===== config.mk =====
export PLATFORM = sky130hd
export DESIGN_NAME = byte_serializer
export DESIGN_NICKNAME = d
export VERILOG_FILES = /design/src/source/telemetry_pkg.sv /design/src/source/byte_serializer.sv
export SDC_FILE = /design/constraint.sdc
export NUM_CORES = 1
export LEC_CHECK = 0
export BUFFER_PORTS_ARGS = -buffer_cell sky130_fd_sc_hd__buf_2
export CORE_MARGIN = 2
export CORE_UTILIZATION = 29
export DETAILED_ROUTE_END_ITERATION = 10
export HOLD_SLACK_MARGIN = 0.12
export PLACE_DENSITY = 0.52
export SKIP_CTS_REPAIR_TIMING = 1
export SYNTH_ARGS = -nofsm -noshare
export SYNTH_HDL_FRONTEND = slang
export SYNTH_SLANG_ARGS = --single-unit
export TNS_END_PERCENT = 30

===== constraint.sdc =====
create_clock -name clock -period 2.35 [get_ports clock]
set_input_delay 0.3525 -clock clock [delete_from_list [all_inputs] [get_ports clock]]
set_output_delay 0.3525 -clock clock [all_outputs]
set_load 0.01 [all_outputs]

===== src/source/telemetry_pkg.sv =====
package telemetry_pkg;

  localparam logic [3:0] telemetry_endpoint = 4'd2;
  localparam int packet_words = 8;
  localparam int fifo_depth = 512;
  localparam int level_bits = 10;
  localparam int sof_count_bits = 11;

  typedef logic [2:0] err_code_t;
  typedef logic [2:0] blk_index_t;

  // Error sources, highest priority first
  localparam err_code_t err_timeout = 3'd7;
  localparam err_code_t err_suspend = 3'd6;
  localparam err_code_t err_sent = 3'd5;
  localparam err_code_t err_recv = 3'd4;
  localparam err_code_t err_token = 3'd3;

  localparam logic [3:0] usb_state_suspend = 4'h8;
  localparam blk_index_t blk_index_invalid = 3'd7;
  localparam logic [1:0] line_state_j = 2'b01;

  typedef union packed {
    struct packed {
      logic       zero;
      logic [1:0] line_state;
      logic       usb_reset;
      logic [3:0] usb_endpt;
      logic [3:0] usb_tuser;
      logic [3:0] usb_state;
      logic       crc_error;
      err_code_t  err_code;
      logic       sof_tick;
      blk_index_t blk_index;
      logic [3:0] ctl_state;
      logic [3:0] phy_state;
    } fields;
    // Byte 0 is the low byte and goes out first
    logic [3:0][7:0] bytes;
  } telemetry_word_u;

endpackage


===== src/source/byte_serializer.sv =====
`timescale 1ns/1ps
module byte_serializer (
  input  logic                          clock,
  input  logic                          reset,
  input  logic                          usb_enum_i,
  input  logic                          start_i,
  input  logic                          select_i,
  input  logic [3:0]                    endpt_i,
  input  logic                          rd_valid_i,
  input  telemetry_pkg::telemetry_word_u rd_word_i,
  input  logic                          rd_last_i,
  input  logic                          m_ready_i,
  output logic                          rd_ready_o,
  output logic                          m_valid_o,
  output logic                          m_last_o,
  output logic [7:0]                    m_data_o
);
  import telemetry_pkg::*;

  logic            sel_q;
  logic            busy_q;
  logic            last_q;
  logic [1:0]      byte_q;
  telemetry_word_u word_q;
  logic            select_hit;
  logic            rd_fire;
  logic            byte_fire;

  assign select_hit = usb_enum_i && start_i && select_i && (endpt_i == telemetry_endpoint);

  // Take a new word only once the held one is fully sent
  assign rd_ready_o = sel_q && !busy_q;
  assign rd_fire = rd_valid_i && rd_ready_o;

  assign m_valid_o = busy_q;
  assign m_data_o = word_q.bytes[0];
  assign m_last_o = busy_q && last_q && (byte_q == 2'd3);
  assign byte_fire = m_valid_o && m_ready_i;

  always_ff @(posedge clock) begin
    if (reset) begin
      sel_q <= 1'b0;
    end else if (select_hit) begin
      sel_q <= 1'b1;
    end else if (byte_fire && m_last_o) begin
      sel_q <= 1'b0;
    end
  end

  always_ff @(posedge clock) begin
    if (reset) begin
      busy_q <= 1'b0;
      byte_q <= '0;
    end else if (rd_fire) begin
      busy_q <= 1'b1;
      byte_q <= '0;
    end else if (byte_fire) begin
      byte_q <= byte_q + 1'b1;
      if (byte_q == 2'd3) begin
        busy_q <= 1'b0;
      end
    end
  end

  // Low byte first, next byte shifts down on each accept
  always_ff @(posedge clock) begin
    if (rd_fire) begin
      word_q <= rd_word_i;
      last_q <= rd_last_i;
    end else if (byte_fire) begin
      word_q.bytes <= {8'h00, word_q.bytes[3:1]};
    end
  end

  stall_hold_a: assert property (@(posedge clock) disable iff (reset)
    m_valid_o && !m_ready_i |=> m_valid_o && $stable(m_data_o) && $stable(m_last_o));

endmodule


After elaboration in Yosys (flattened, before gate mapping)

Index checks and enable logic that the tools add are counted.

Add/subtract/negate cells: 1
$mul: 0
Equality and inequality tests: 2
Bitwise operators: 0
Reduce and logical (&&, ||, !) cells: 15
Shift-type cells: 0
Divide/modulo/power cells: 0
Muxes and demuxes: 7
Order comparisons: 0

Operator list:

| kind                  | number |
|---|---|
| $mux W32              | 2 |
| $logic_and A1 B1 Y1   | 9 |
| $reduce_bool A2 Y1    | 3 |
| $mux W1               | 5 |
| $eq A4 B2 Y1 const B  | 1 |
| $add A2 B1 Y2 const B | 1 |
| $eq A2 B2 Y1 const B  | 1 |
| $reduce_and A2 Y1     | 1 |
| $reduce_or A2 Y1      | 1 |
| $logic_not A1 Y1      | 1 |

Bits of input ports: 44
Bits in latches: 0
ROM bits: 0
Word-level logic and storage cells: 30
Output and inout port bits: 11
Memories: 0
Register bits after elaboration: 37
RAM bits: 0

Longest topological paths before layout

Gate-level depths: netlist of the first run.

Depth in word-level cells: 5
Gate-level depth with buffers: 5
Gate-level depth less buffers: 3

Least setup slack after synthesis of the first run

No wires, ideal clock.

Path kind: reg-to-reg
Start point: register busy_q, in the netlist m_valid_o
End point: register word_q[0] (netlist name), enable pin
Data required time: 1.961 ns
Data arrival time: 1.557 ns
Path slack: 0.403 ns
Library setup time: 0.389 ns
Buffers on the path: 2
Period minus slack after synthesis: 1.947 ns
Cell stages (with the launch flop): 5
Cells stage by stage: dfxtp_1 buf_6 nand3b_4 buf_6 nand2_1

Cells in the longest elaborated chain, start to end: 4
Elaborated cells between the ends (all ways): 5
Classes of those cells: reduce/logical: 5

RTL lines:

| what                                  | RTL line              | RTL |
|---|---|---|
| start: declaration                    | byte_serializer.sv:21 | `logic busy_q;` |
| start signal: assignment              | byte_serializer.sv:52 | `busy_q <= 1'b0;` |
| start signal: assignment              | byte_serializer.sv:55 | `busy_q <= 1'b1;` |
| start signal: assignment              | byte_serializer.sv:60 | `busy_q <= 1'b0;` |
| $logic_not A1 Y1                      | byte_serializer.sv:32 | `assign rd_ready_o = sel_q && !busy_q;` |
| $logic_and A1 B1 Y1                   | byte_serializer.sv:32 |  |
| $logic_and A1 B1 Y1                   | byte_serializer.sv:33 | `assign rd_fire = rd_valid_i && rd_ready_o;` |
| $reduce_bool A2 Y1 (no source line) * | --                    |  |
| end signal: assignment                | byte_serializer.sv:68 | `word_q <= rd_word_i;` |
| end: declaration                      | byte_serializer.sv:24 | `telemetry_word_u word_q;` |

Mark *: on every way between the ends. The rest lies on a longest branch, timed or not.
A chain may end at the register's enable or synchronous reset.

Worst setup path in the final report of the first run

Start point: register busy_q, in the netlist m_valid_o
End point: register word_q[28] (netlist name), data pin

Cells in the longest elaborated chain, start to end: 4

RTL lines:

| what                | RTL line              | RTL |
|---|---|---|
| $logic_not A1 Y1    | byte_serializer.sv:32 |  |
| $logic_and A1 B1 Y1 | byte_serializer.sv:32 |  |
| $logic_and A1 B1 Y1 | byte_serializer.sv:33 |  |
| $mux W32            | byte_serializer.sv:67 | `if (rd_fire) begin` |

Every way passes these cells.

==> impl_metrics.prom, run 1 <==
# TYPE chip_impl_metric gauge
chip_impl_metric{name="post-route-min-period",unit="ns"} 1.77
chip_impl_info{name="setup.worst_path.end_class",value="register"} 1
chip_impl_metric{name="fillers",unit=""} 609
chip_impl_metric{name="grt_pass1_wl",unit="um"} 4440
chip_impl_metric{name="num_io_pins",unit=""} 55
chip_impl_metric{name="final_net_count",unit=""} 197
chip_impl_info{name="clk_root_buffer_cell",value="sky130_fd_sc_hd__clkbuf_8"} 1
chip_impl_metric{name="cts.reportedPaths.clkPinSlew",unit="ns"} 0.07
chip_impl_metric{name="layout-drive-gt1-share",unit=""} 0.595
chip_impl_metric{name="htree_num_levels",unit=""} 2
chip_impl_info{name="grt_setup_unrepaired",value="false"} 1
chip_impl_metric{name="hold-path-cell-count",unit=""} 1
chip_impl_metric{name="fin_cells",unit=""} 228
chip_impl_metric{name="powerDensity",unit="nW/um2"} 562
chip_impl_metric{name="num_vias",unit=""} 960
chip_impl_metric{name="hold_viol_final",unit=""} 0
chip_impl_metric{name="globalRoute.totalOverflow",unit=""} 0
chip_impl_metric{name="routabilityCongestion",unit=""} 0.749
chip_impl_metric{name="core-area",unit="um2"} 5820
chip_impl_metric{name="route.detailed.drc",unit=""} 0
chip_impl_metric{name="ir_worst_vdd",unit="mV"} 0.175
chip_impl_info{name="regToRegEndpoint",value="word_q[28]$_SDFFCE_PN0P_"} 1
chip_impl_metric{name="timing.final.setup_violations",unit=""} 0
chip_impl_metric{name="number_of_cells_produced_by_synthesis",unit=""} 101
chip_impl_metric{name="yosysWarnings",unit=""} 0
chip_impl_info{name="layout_common_cells",value="sky130_fd_sc_hd__buf_2 (54), sky130_fd_sc_hd__edfxtp_1 (33), sky130_fd_sc_hd__mux2_4 (18), sky130_fd_sc_hd__and2_1 (8), sky130_fd_sc_hd__mux2_2 (6)"} 1
chip_impl_metric{name="final.setup_skew",unit="ns"} 0.00287
chip_impl_info{name="tritoncts",value="yes"} 1
chip_impl_info{name="status",value="completed"} 1
chip_impl_metric{name="port_buffers",unit=""} 54
chip_impl_metric{name="power",unit="mW"} 1.17
chip_impl_metric{name="cp.required",unit="ns"} 2.39
chip_impl_metric{name="max-slew-margin-rel",unit=""} 0.676
chip_impl_metric{name="antenna_cells_inserted",unit=""} 0
chip_impl_metric{name="tritoncts_num_sinks",unit=""} 37
chip_impl_metric{name="area.growth.synth_to_final",unit="%"} 21.2
chip_impl_metric{name="seq_area_frac_synth",unit=""} 0.624
chip_impl_metric{name="timing.setup.tns",unit="ns"} 0
chip_impl_metric{name="worstPathMaxFanout",unit=""} 27
chip_impl_metric{name="r2r_cells",unit=""} 3
chip_impl_metric{name="numPlacedInstances",unit=""} 220
chip_impl_metric{name="routedWlPerCell",unit="um"} 12.5
chip_impl_metric{name="clock_insertion_delay_worst_skew",unit="ns"} 0.28
chip_impl_info{name="hold_class",value="in2reg"} 1
chip_impl_metric{name="worst-slew-pin-transition",unit="ns"} 0.486
chip_impl_metric{name="regArea",unit="um2"} 1070
chip_impl_metric{name="first_global_vias",unit=""} 1003
chip_impl_info{name="timing.critical_path.from_type",value="register"} 1
chip_impl_metric{name="timing.final.ws_setup",unit="ns"} 0.584
chip_impl_metric{name="dp.final_hpwl",unit="um"} 2090
chip_impl_metric{name="synthesis.area_per_instance",unit="um2"} 17.0
chip_impl_metric{name="synth_seq_cells",unit=""} 37
chip_impl_metric{name="detail_route.first_pass.iterations",unit=""} 5
chip_impl_metric{name="row_count",unit=""} 28
chip_impl_metric{name="slew_violations",unit=""} 0
chip_impl_metric{name="dieWidth",unit="um"} 80.9
chip_impl_metric{name="area_of_the_multi_input_gates",unit="um2"} 538
chip_impl_metric{name="number_of_antenna_violations_at_the_first_check_in_global_routing",unit=""} 0
chip_impl_metric{name="floorplan.initialDensity",unit=""} 0.295
chip_impl_info{name="hold-path-endpoint",value="last_q$_DFFE_PP_"} 1
chip_impl_metric{name="drt-initial-drc-count",unit=""} 26
chip_impl_metric{name="cp_data_arrival_time",unit="ns"} 1.80
chip_impl_info{name="mostFrequentLayoutCell",value="sky130_fd_sc_hd__buf_2"} 1
chip_impl_metric{name="post_place_setup_slack",unit="ns"} 0.566
chip_impl_metric{name="max_cap_violations",unit=""} 0
chip_impl_metric{name="dieArea",unit="um2"} 6550
chip_impl_metric{name="grt_max_degree",unit=""} 28
chip_impl_info{name="hold_path_startpoint",value="rd_last_i"} 1
chip_impl_info{name="critical_path_start_end_classification",value="reg2reg"} 1
chip_impl_metric{name="mappedNetlistArea",unit="um2"} 1720
chip_impl_metric{name="timing.reg2reg.setup_slack",unit="ns"} 0.58
chip_impl_info{name="startpoint",value="m_valid_o$_SDFFE_PP0P_"} 1
chip_impl_metric{name="clock.fmax",unit="MHz"} 566
chip_impl_metric{name="cts-buffers-inserted",unit=""} 5
chip_impl_metric{name="wirelength",unit="um"} 2850
chip_impl_metric{name="post_drt_via_cell_ratio",unit=""} 4.21
chip_impl_metric{name="cts_max_path_buffers",unit=""} 2
chip_impl_metric{name="die_height",unit="um"} 80.9
chip_impl_metric{name="synth_fp_nets",unit=""} 146
chip_impl_metric{name="p_leak",unit="nW"} 0.861
chip_impl_metric{name="min_period_over_period",unit=""} 0.752
chip_impl_metric{name="yosysUniqueCellTypes",unit=""} 23
chip_impl_info{name="worstReg2RegStart",value="m_valid_o$_SDFFE_PP0P_"} 1
chip_impl_metric{name="grt_usage",unit=""} 0.0935
chip_impl_metric{name="antenna_left",unit=""} 0
[per-layer routing]
| layer | vias up | share of wire | track usage | wire, um |
|---|---|---|---|---|
| li1 | 470 | - | - | - |
| met1 | 438 | 0.40 | 0.0960 | 1140 |
| met2 | 48 | 0.47 | 0.155 | 1340 |
| met3 | 4 | 0.12 | 0.0578 | 343 |
| met4 | 0 | 0.014 | 0.0356 | 39 |
| met5 | - | 0 | 0 | 0 |
[how the worst max path moves through the flow]
stage	depth (start not counted)	to
2_1_floorplan	4	word_q[0]$_DFFE_PP_
3_3_place_gp	3	word_q[30]$_SDFFCE_PN0P_
3_5_place_dp	3	word_q[29]$_SDFFCE_PN0P_
4_1_cts	3	word_q[29]$_SDFFCE_PN0P_
5_1_grt	3	word_q[28]$_SDFFCE_PN0P_
6_report	3	word_q[28]$_SDFFCE_PN0P_
[Yosys cell counts]
master                      n  area, um2
sky130_fd_sc_hd__a32o_1     1       10.0
sky130_fd_sc_hd__a211oi_1   2       15.0
sky130_fd_sc_hd__edfxtp_1  33        991
sky130_fd_sc_hd__buf_2      1       5.00
sky130_fd_sc_hd__and3_1     1       6.26
sky130_fd_sc_hd__nor2b_1    1       6.26
sky130_fd_sc_hd__mux2_4    18        270
sky130_fd_sc_hd__nand4_1    1       6.26
sky130_fd_sc_hd__and4b_1    1       10.0
sky130_fd_sc_hd__dfxtp_1    4       80.1
sky130_fd_sc_hd__ha_1       1       12.5
sky130_fd_sc_hd__nand3b_4   1       20.0
sky130_fd_sc_hd__buf_6      3       33.8
sky130_fd_sc_hd__and2_1     8       50.1
sky130_fd_sc_hd__a21oi_1    1       5.00
sky130_fd_sc_hd__buf_4      8       60.1
sky130_fd_sc_hd__inv_1      2       7.51
sky130_fd_sc_hd__nor4b_1    1       8.76
sky130_fd_sc_hd__nand2_1    2       7.51
sky130_fd_sc_hd__a21bo_2    3       30.0
sky130_fd_sc_hd__nand3b_1   1       7.51
sky130_fd_sc_hd__nand3_1    1       5.00
sky130_fd_sc_hd__mux2_2     6       67.6
[kinds of logic after synthesis]
logic type | synth area share
fa+ha+maj | 0.00729
compound gates | 0.0350
simple gates | 0.0744
buf+inv | 0.0620
flops | 0.624
mux | 0.197
[stage by stage]
step	hold WS, ns	instance area (um2)	util
floorplan	0.422	1720	-
global placement	0.530	2000	0.343
detailed placement	0.532	2000	0.343
global route	0.232	2080	0.357
finish	0.243	2080	0.357
CTS	0.230	2080	0.357
[power breakdown]
part           switching [mW]  internal [mW]  leakage [nW]
combinational          0.0172         0.0308         0.534
clock                   0.205          0.205        0.0450
sequential           0.000821          0.709         0.282
[layout make-up]
type                            instances  area share
Sequential cell                        37       0.515
Multi-Input combinational cell         50       0.259
Timing Repair Buffer                   56       0.137
Tap cell                               75      0.0452
Clock buffer                            6      0.0349
Clock inverter                          2     0.00482
Inverter                                2     0.00361
[sequential cells by signal (all words and copies together) (netlist names)]
name	flops
byte_q	2
m_valid_o	1
last_q	1
sel_q	1
word_q	32
[worst max-delay path, cell delays in order, from the launching register on]
cell	delay [ns]
sky130_fd_sc_hd__dfxtp_1	0.51
sky130_fd_sc_hd__nand3b_4	0.51
sky130_fd_sc_hd__inv_1	0.27
sky130_fd_sc_hd__and2_1	0.23
Note: power is estimated with default switching activity, not from simulation.
==> inputs of run 2 (changes only) <==
Settings changed: ABC_AREA set to 1, PLACE_DENSITY 0.52 to 0.55.
Clock period 2.35 ns to 1.5 ns, I/O delays scaled along.
==> impl_metrics.prom, run 2 <==
# TYPE chip_impl_metric gauge
chip_impl_metric{name="worst_path_largest_cell_delay",unit="ns"} 0.33
chip_impl_metric{name="clock_power_share",unit=""} 0.353
chip_impl_metric{name="synth.top_cell.area_share",unit=""} 0.597
chip_impl_info{name="crit_path_top_delay_cell",value="sky130_fd_sc_hd__dfxtp_1"} 1
chip_impl_metric{name="antenna_cells_inserted",unit=""} 0
chip_impl_metric{name="floorplan.initialDensity",unit=""} 0.302
chip_impl_metric{name="synth_fp_nets",unit=""} 212
chip_impl_info{name="clk_root_buffer_cell",value="sky130_fd_sc_hd__clkbuf_8"} 1
chip_impl_info{name="tritoncts",value="yes"} 1
chip_impl_metric{name="post-route-min-period",unit="ns"} 1.36
chip_impl_metric{name="seq_area_frac_synth",unit=""} 0.645
chip_impl_info{name="post_synth_main_area_contributors",value="sky130_fd_sc_hd__edfxtp_1 (60%), sky130_fd_sc_hd__nand2_1 (19%), sky130_fd_sc_hd__buf_4 (5.0%), sky130_fd_sc_hd__dfxtp_1 (4.8%), sky130_fd_sc_hd__inv_1 (2.7%)"} 1
chip_impl_metric{name="post_drt_via_cell_ratio",unit=""} 3.81
chip_impl_metric{name="power_frac_comb",unit=""} 0.043
chip_impl_info{name="yosysTopAreaCell",value="sky130_fd_sc_hd__edfxtp_1"} 1
chip_impl_info{name="timing.critical_path.from_type",value="register"} 1
chip_impl_metric{name="route.detailed.drc",unit=""} 0
chip_impl_metric{name="dpl_cell_area",unit="um2"} 1940
chip_impl_metric{name="worstPathMaxFanout",unit=""} 3
chip_impl_metric{name="yosysWarnings",unit=""} 0
chip_impl_metric{name="clock.fmax",unit="MHz"} 735
chip_impl_metric{name="hold_ws",unit="ns"} 0.133
chip_impl_info{name="hold_class",value="in2reg"} 1
chip_impl_metric{name="max_cap_violations",unit=""} 0
chip_impl_metric{name="clock_insertion_delay_worst_skew",unit="ns"} 0.28
chip_impl_info{name="synthMostInstantiatedCell",value="sky130_fd_sc_hd__nand2_1"} 1
chip_impl_metric{name="mappedNetlistArea",unit="um2"} 1660
chip_impl_metric{name="min_period_over_period",unit=""} 0.907
chip_impl_metric{name="worst-slew-pin-transition",unit="ns"} 0.401
chip_impl_metric{name="ir_worst_vdd",unit="mV"} 0.313
chip_impl_metric{name="htree_num_levels",unit=""} 2
chip_impl_metric{name="p_seq_frac",unit=""} 0.604
chip_impl_metric{name="r2r_cells",unit=""} 2
chip_impl_metric{name="layout-drive-gt1-share",unit=""} 0.311
chip_impl_metric{name="hold-path-cell-count",unit=""} 2
chip_impl_metric{name="cp_data_arrival_time",unit="ns"} 1.14
chip_impl_metric{name="number_of_cells_produced_by_synthesis",unit=""} 167
chip_impl_metric{name="cts_max_path_buffers",unit=""} 2
chip_impl_info{name="registers_with_the_most_flip_flops",value="word_q x32, byte_q x2"} 1
chip_impl_metric{name="port_buffers",unit=""} 54
chip_impl_info{name="netlist_top_cells_count",value="sky130_fd_sc_hd__nand2_1 (83), sky130_fd_sc_hd__edfxtp_1 (33), sky130_fd_sc_hd__inv_1 (12), sky130_fd_sc_hd__buf_4 (11), sky130_fd_sc_hd__nor2_1 (11)"} 1
chip_impl_metric{name="cp.required",unit="ns"} 1.27
chip_impl_metric{name="grt_pass1_wl",unit="um"} 4500
chip_impl_metric{name="row_count",unit=""} 27
chip_impl_metric{name="final_net_count",unit=""} 263
chip_impl_metric{name="final_area",unit="um2"} 2030
chip_impl_metric{name="detail_route.first_pass.iterations",unit=""} 4
chip_impl_metric{name="dieWidth",unit="um"} 79.7
chip_impl_metric{name="num_io_pins",unit=""} 55
chip_impl_info{name="regMostFlops",value="word_q"} 1
chip_impl_metric{name="yosysUniqueCellTypes",unit=""} 17
chip_impl_info{name="layout_common_cells",value="sky130_fd_sc_hd__nand2_1 (82), sky130_fd_sc_hd__buf_2 (54), sky130_fd_sc_hd__edfxtp_1 (33), sky130_fd_sc_hd__inv_1 (12), sky130_fd_sc_hd__nor2_1 (11)"} 1
chip_impl_metric{name="power",unit="mW"} 1.84
chip_impl_metric{name="hold_viol_final",unit=""} 0
chip_impl_metric{name="powerDensity",unit="nW/um2"} 907
chip_impl_info{name="grt_setup_unrepaired",value="false"} 1
chip_impl_metric{name="number_of_antenna_violations_at_the_first_check_in_global_routing",unit=""} 0
chip_impl_metric{name="cts.reportedPaths.clkPinSlew",unit="ns"} 0.07
chip_impl_metric{name="routedWlPerCell",unit="um"} 9.21
chip_impl_metric{name="p_int",unit="mW"} 1.48
chip_impl_metric{name="switching_fraction",unit=""} 0.197
chip_impl_metric{name="area.growth.synth_to_final",unit="%"} 22.3
chip_impl_metric{name="p_switching",unit="mW"} 0.362
chip_impl_metric{name="tritoncts_num_sinks",unit=""} 37
chip_impl_metric{name="cts-buffers-inserted",unit=""} 5
chip_impl_metric{name="drt-initial-drc-count",unit=""} 29
chip_impl_metric{name="total_stage_count_of_the_critical_path",unit=""} 3
chip_impl_metric{name="synthesis.area_per_instance",unit="um2"} 9.94
chip_impl_metric{name="antenna_left",unit=""} 0
chip_impl_metric{name="grt_max_degree",unit=""} 33
chip_impl_info{name="critical_path_start_end_classification",value="reg2out"} 1
chip_impl_metric{name="slew_violations",unit=""} 0
chip_impl_metric{name="die_height",unit="um"} 79.7
chip_impl_metric{name="core-area",unit="um2"} 5510
chip_impl_metric{name="wirelength",unit="um"} 2680
chip_impl_info{name="mostFrequentLayoutCell",value="sky130_fd_sc_hd__nand2_1"} 1
chip_impl_metric{name="timing.final.setup_violations",unit=""} 0
chip_impl_metric{name="dieArea",unit="um2"} 6350
chip_impl_info{name="status",value="completed"} 1
chip_impl_info{name="path_delay_family",value="flip-flops"} 1
chip_impl_metric{name="routabilityCongestion",unit=""} 0.660
chip_impl_metric{name="timing.setup.tns",unit="ns"} 0
chip_impl_info{name="dominantRegCellSynth",value="sky130_fd_sc_hd__edfxtp_1"} 1
chip_impl_metric{name="number_of_synthesized_flops_with_an_enable_pin",unit=""} 33
chip_impl_info{name="setup.worst_path.end_class",value="output port"} 1
chip_impl_info{name="cp_cell_sequence",value="ha_1 > and3_1 > buf_2"} 1
chip_impl_metric{name="grt_usage",unit=""} 0.0949
chip_impl_metric{name="first_global_vias",unit=""} 1076
chip_impl_metric{name="async_flop_share",unit=""} 0
chip_impl_metric{name="globalRoute.totalOverflow",unit=""} 0
chip_impl_metric{name="max-slew-margin-rel",unit=""} 0.733
chip_impl_metric{name="critPathBufInv",unit=""} 1
chip_impl_metric{name="synth_seq_cells",unit=""} 37
chip_impl_metric{name="number_of_flip_flops_under_the_largest_register_name",unit=""} 32
chip_impl_metric{name="p_leak",unit="nW"} 0.907
chip_impl_metric{name="dp.final_hpwl",unit="um"} 1920
chip_impl_metric{name="num_vias",unit=""} 1110
chip_impl_metric{name="final.setup_skew",unit="ns"} 0.00351
==> run 2: changes by cell type after synthesis, sizes merged, moves of 2 or more <==
cell	change
nor2	+12
a211oi	-2
nand3b	-2
inv	+11
nand2	+82
a21oi	+2
a21bo	-3
mux2	-24
and2	-8
==> run 2: path summary, 6_finish.rpt <==
check / startpoint / endpoint / slack [ns]
min reg2reg: byte_q[1]$_SDFFE_PP0P_ / byte_q[1]$_SDFFE_PP0P_ / 0.47
max reg2reg: m_valid_o$_SDFFE_PP0P_ / word_q[1]$_DFFE_PP_ / 0.17
min: reset / m_valid_o$_SDFFE_PP0P_ / 0.13
max: byte_q[0]$_SDFFE_PP0P_ / m_last_o / 0.14
==> run 2: metal layers <==
layer  track usage  vias to the layer above  share of wire
li1              -                      620              -
met1        0.0987                      451           0.41
met2         0.157                       33           0.47
met3        0.0419                        6          0.099
met4        0.0569                        0          0.020
met5             0                        -              0
==> run 2: cell type report <==
class / instances / area [um2]
Inverter: 13 / 51.3
Fill cell: 565 / 3480
Multi-Input combinational cell: 104 / 440
Sequential cell: 37 / 1070
Clock inverter: 2 / 10.0
Tap cell: 72 / 90.1
Timing Repair Buffer: 57 / 295
Clock buffer: 6 / 72.6
==> run 2: logic make-up after synthesis <==
kind of cell               synth area share
AOI/OAI and AO/OA                    0.0113
xor gates and xnor gates            0.00528
adders and majority gates           0.00753
buffers and inverters                0.0942
DFF                                   0.645
and+or+nand+nor                       0.237
==> run 2: through the flow <==
step | worst slack [ns] | std cells | util
6_report | 0.139 | 291 | 0.369
5_1_grt | 0.0849 | 291 | 0.369
4_1_cts | 0.120 | 290 | 0.367
3_5_place_dp | 0.142 | 282 | 0.352
3_3_place_gp | 0.163 | 282 | 0.352
2_1_floorplan | 0.0608 | 167 | -
==> run 2: power by group through the flow <==
stage | Clock (mW) | Combinational, mW | Sequential (mW)
after floorplan | 0 | 0.0188 | 1.13
after global placement | 0 | 0.0786 | 1.13
after detailed placement | 0 | 0.0795 | 1.13
after CTS | 0.670 | 0.0798 | 1.11
after global routing | 0.721 | 0.0924 | 1.11
final | 0.650 | 0.0800 | 1.11
==> inputs of run 3 (changes only) <==
Settings changed: BUFFER_PORTS_ARGS -buffer_cell sky130_fd_sc_hd__buf_2 to -buffer_cell sky130_fd_sc_hd__clkbuf_2, CORE_MARGIN 2 to unset, PLACE_DENSITY 0.55 to 0.53.
Clock period 1.5 ns to 1.56 ns, I/O delays scaled along.
==> impl_metrics.prom, run 3 (synthesized netlist as in run 2, its figures left out) <==
# TYPE chip_impl_metric gauge
chip_impl_metric{name="antenna_left",unit=""} 0
chip_impl_info{name="mostFrequentLayoutCell",value="sky130_fd_sc_hd__nand2_1"} 1
chip_impl_metric{name="globalRoute.totalOverflow",unit=""} 0
chip_impl_info{name="status",value="completed"} 1
chip_impl_info{name="critical_path_start_end_classification",value="reg2reg"} 1
chip_impl_metric{name="critPathBufInv",unit=""} 0
chip_impl_metric{name="cp.required",unit="ns"} 1.50
chip_impl_metric{name="number_of_flip_flops_under_the_largest_register_name",unit=""} 32
chip_impl_metric{name="dieWidth",unit="um"} 77.7
chip_impl_metric{name="post_drt_via_cell_ratio",unit=""} 3.90
chip_impl_metric{name="p_leak",unit="nW"} 0.916
chip_impl_metric{name="post-route-min-period",unit="ns"} 1.36
chip_impl_metric{name="switching_fraction",unit=""} 0.201
chip_impl_metric{name="tritoncts_num_sinks",unit=""} 37
chip_impl_metric{name="final_net_count",unit=""} 263
chip_impl_metric{name="max-slew-margin-rel",unit=""} 0.721
chip_impl_metric{name="post_place_setup_slack",unit="ns"} 0.183
chip_impl_metric{name="timing.setup.tns",unit="ns"} 0
chip_impl_metric{name="routabilityCongestion",unit=""} 0.633
chip_impl_info{name="layout_common_cells",value="sky130_fd_sc_hd__nand2_1 (82), sky130_fd_sc_hd__clkbuf_2 (54), sky130_fd_sc_hd__edfxtp_1 (33), sky130_fd_sc_hd__inv_1 (12), sky130_fd_sc_hd__nor2_1 (11)"} 1
chip_impl_info{name="cp_cell_sequence",value="nand2_1 > nand2_4"} 1
chip_impl_metric{name="clock_insertion_delay_worst_skew",unit="ns"} 0.29
chip_impl_metric{name="min_period_over_period",unit=""} 0.873
chip_impl_metric{name="grt_max_degree",unit=""} 33
chip_impl_metric{name="num_io_pins",unit=""} 55
chip_impl_metric{name="num_vias",unit=""} 1136
chip_impl_info{name="path_delay_family",value="simple AND/OR/NAND/NOR gates"} 1
chip_impl_metric{name="port_buffers",unit=""} 54
chip_impl_metric{name="fillers",unit=""} 570
chip_impl_metric{name="worst-slew-pin-transition",unit="ns"} 0.418
chip_impl_info{name="grt_setup_unrepaired",value="false"} 1
chip_impl_metric{name="number_of_antenna_violations_at_the_first_check_in_global_routing",unit=""} 0
chip_impl_metric{name="die_height",unit="um"} 77.7
chip_impl_info{name="crit_path_top_delay_cell",value="sky130_fd_sc_hd__dfxtp_1"} 1
chip_impl_metric{name="final.setup_skew",unit="ns"} 0.00531
chip_impl_metric{name="final_area",unit="um2"} 2030
chip_impl_metric{name="powerDensity",unit="nW/um2"} 875
chip_impl_metric{name="floorplan.initialDensity",unit=""} 0.302
chip_impl_metric{name="layout-drive-gt1-share",unit=""} 0.311
chip_impl_metric{name="first_global_vias",unit=""} 1122
chip_impl_metric{name="timing.final.ws_setup",unit="ns"} 0.198
chip_impl_metric{name="cts_max_path_buffers",unit=""} 2
chip_impl_metric{name="routedWlPerCell",unit="um"} 9.21
chip_impl_metric{name="p_seq_frac",unit=""} 0.601
chip_impl_metric{name="hold_viol_final",unit=""} 0
chip_impl_metric{name="p_int",unit="mW"} 1.42
chip_impl_metric{name="ir_worst_vdd",unit="mV"} 0.291
chip_impl_metric{name="worstPathMaxFanout",unit=""} 32
chip_impl_info{name="timing.critical_path.from_type",value="register"} 1
chip_impl_metric{name="clock_power_share",unit=""} 0.356
chip_impl_metric{name="power_frac_comb",unit=""} 0.043
chip_impl_info{name="registers_with_the_most_flip_flops",value="word_q x32, byte_q x2"} 1
chip_impl_metric{name="wirelength",unit="um"} 2680
chip_impl_info{name="hold_class",value="in2reg"} 1
chip_impl_metric{name="antenna_cells_inserted",unit=""} 0
chip_impl_metric{name="p_switching",unit="mW"} 0.358
chip_impl_metric{name="core-area",unit="um2"} 5510
chip_impl_metric{name="cts.reportedPaths.clkPinSlew",unit="ns"} 0.06
chip_impl_metric{name="max_cap_violations",unit=""} 0
chip_impl_info{name="tritoncts",value="yes"} 1
chip_impl_metric{name="cts-buffers-inserted",unit=""} 5
chip_impl_metric{name="area_of_the_multi_input_gates",unit="um2"} 440
chip_impl_metric{name="timing.final.setup_violations",unit=""} 0
chip_impl_metric{name="clock.fmax",unit="MHz"} 734
chip_impl_metric{name="grt_usage",unit=""} 0.103
chip_impl_metric{name="htree_num_levels",unit=""} 2
chip_impl_metric{name="cp_data_arrival_time",unit="ns"} 1.30
chip_impl_metric{name="worst_path_largest_cell_delay",unit="ns"} 0.46
chip_impl_metric{name="dieArea",unit="um2"} 6030
chip_impl_metric{name="drt-initial-drc-count",unit=""} 47
chip_impl_metric{name="regArea",unit="um2"} 1070
chip_impl_metric{name="dpl_cell_area",unit="um2"} 1940
chip_impl_metric{name="row_count",unit=""} 27
chip_impl_info{name="clk_root_buffer_cell",value="sky130_fd_sc_hd__clkbuf_8"} 1
chip_impl_info{name="regMostFlops",value="word_q"} 1
chip_impl_metric{name="dp.final_hpwl",unit="um"} 1960
chip_impl_metric{name="grt_pass1_wl",unit="um"} 4710
chip_impl_metric{name="route.detailed.drc",unit=""} 0
chip_impl_metric{name="area.growth.synth_to_final",unit="%"} 22.5
chip_impl_metric{name="detail_route.first_pass.iterations",unit=""} 4
chip_impl_info{name="setup.worst_path.end_class",value="register"} 1
chip_impl_metric{name="slew_violations",unit=""} 0
run 3: changes by cell type in the layout (fill, tap and decap cells not counted):
cell	before	now
sky130_fd_sc_hd__buf_2	54	0
sky130_fd_sc_hd__clkbuf_1	1	0
sky130_fd_sc_hd__clkbuf_2	0	54
sky130_fd_sc_hd__clkinv_1	0	1
sky130_fd_sc_hd__clkinv_2	2	1
sky130_fd_sc_hd__clkinv_4	0	1
run 3: final cells by class:
cell class,instances,share of cell area
clock buffer,5,0.0338
clock inverter,3,0.00861
inverter,13,0.0252
multi-input combinational,104,0.216
sequential,37,0.526
tap,72,0.0443
timing repair buffer,57,0.145
run 3: worst paths after layout:
kind	endpoint	slack, ns	cells after the start	from
worst max-delay path	word_q[30]$_SDFFCE_PN0P_	0.20	2	m_valid_o$_SDFFE_PP0P_
worst min-delay path	m_valid_o$_SDFFE_PP0P_	0.14	2	reset
worst max register to register	word_q[30]$_SDFFCE_PN0P_	0.20	2	m_valid_o$_SDFFE_PP0P_
worst min register to register	sel_q$_SDFFE_PP0P_	0.46	2	sel_q$_SDFFE_PP0P_
run 3: routing by layer:
layer | GRT usage | wire length [um]
met2 | 0.181 | 1330
met1 | 0.104 | 1090
met3 | 0.0424 | 186
met5 | 0 | 0
met4 | 0.0566 | 68
run 3: power groups by stage:
stage | Combinational [mW] | Clock (mW) | Sequential [mW]
after global routing | 0.0888 | 0.706 | 1.07
after detailed placement | 0.0769 | 0 | 1.09
final | 0.0772 | 0.634 | 1.07
after global placement | 0.0764 | 0 | 1.09
after floorplan | 0.0181 | 0 | 1.09
after CTS | 0.0774 | 0.659 | 1.07
run 3: per-stage QoR:
step	power [mW]	instances	hold slack [ns]	utilization
2_1_floorplan	1.11	167	0.296	-
3_3_place_gp	1.17	282	0.414	0.352
3_5_place_dp	1.17	282	0.426	0.352
4_1_cts	1.81	290	0.116	0.368
5_1_grt	1.86	291	0.135	0.369
6_report	1.78	291	0.141	0.369
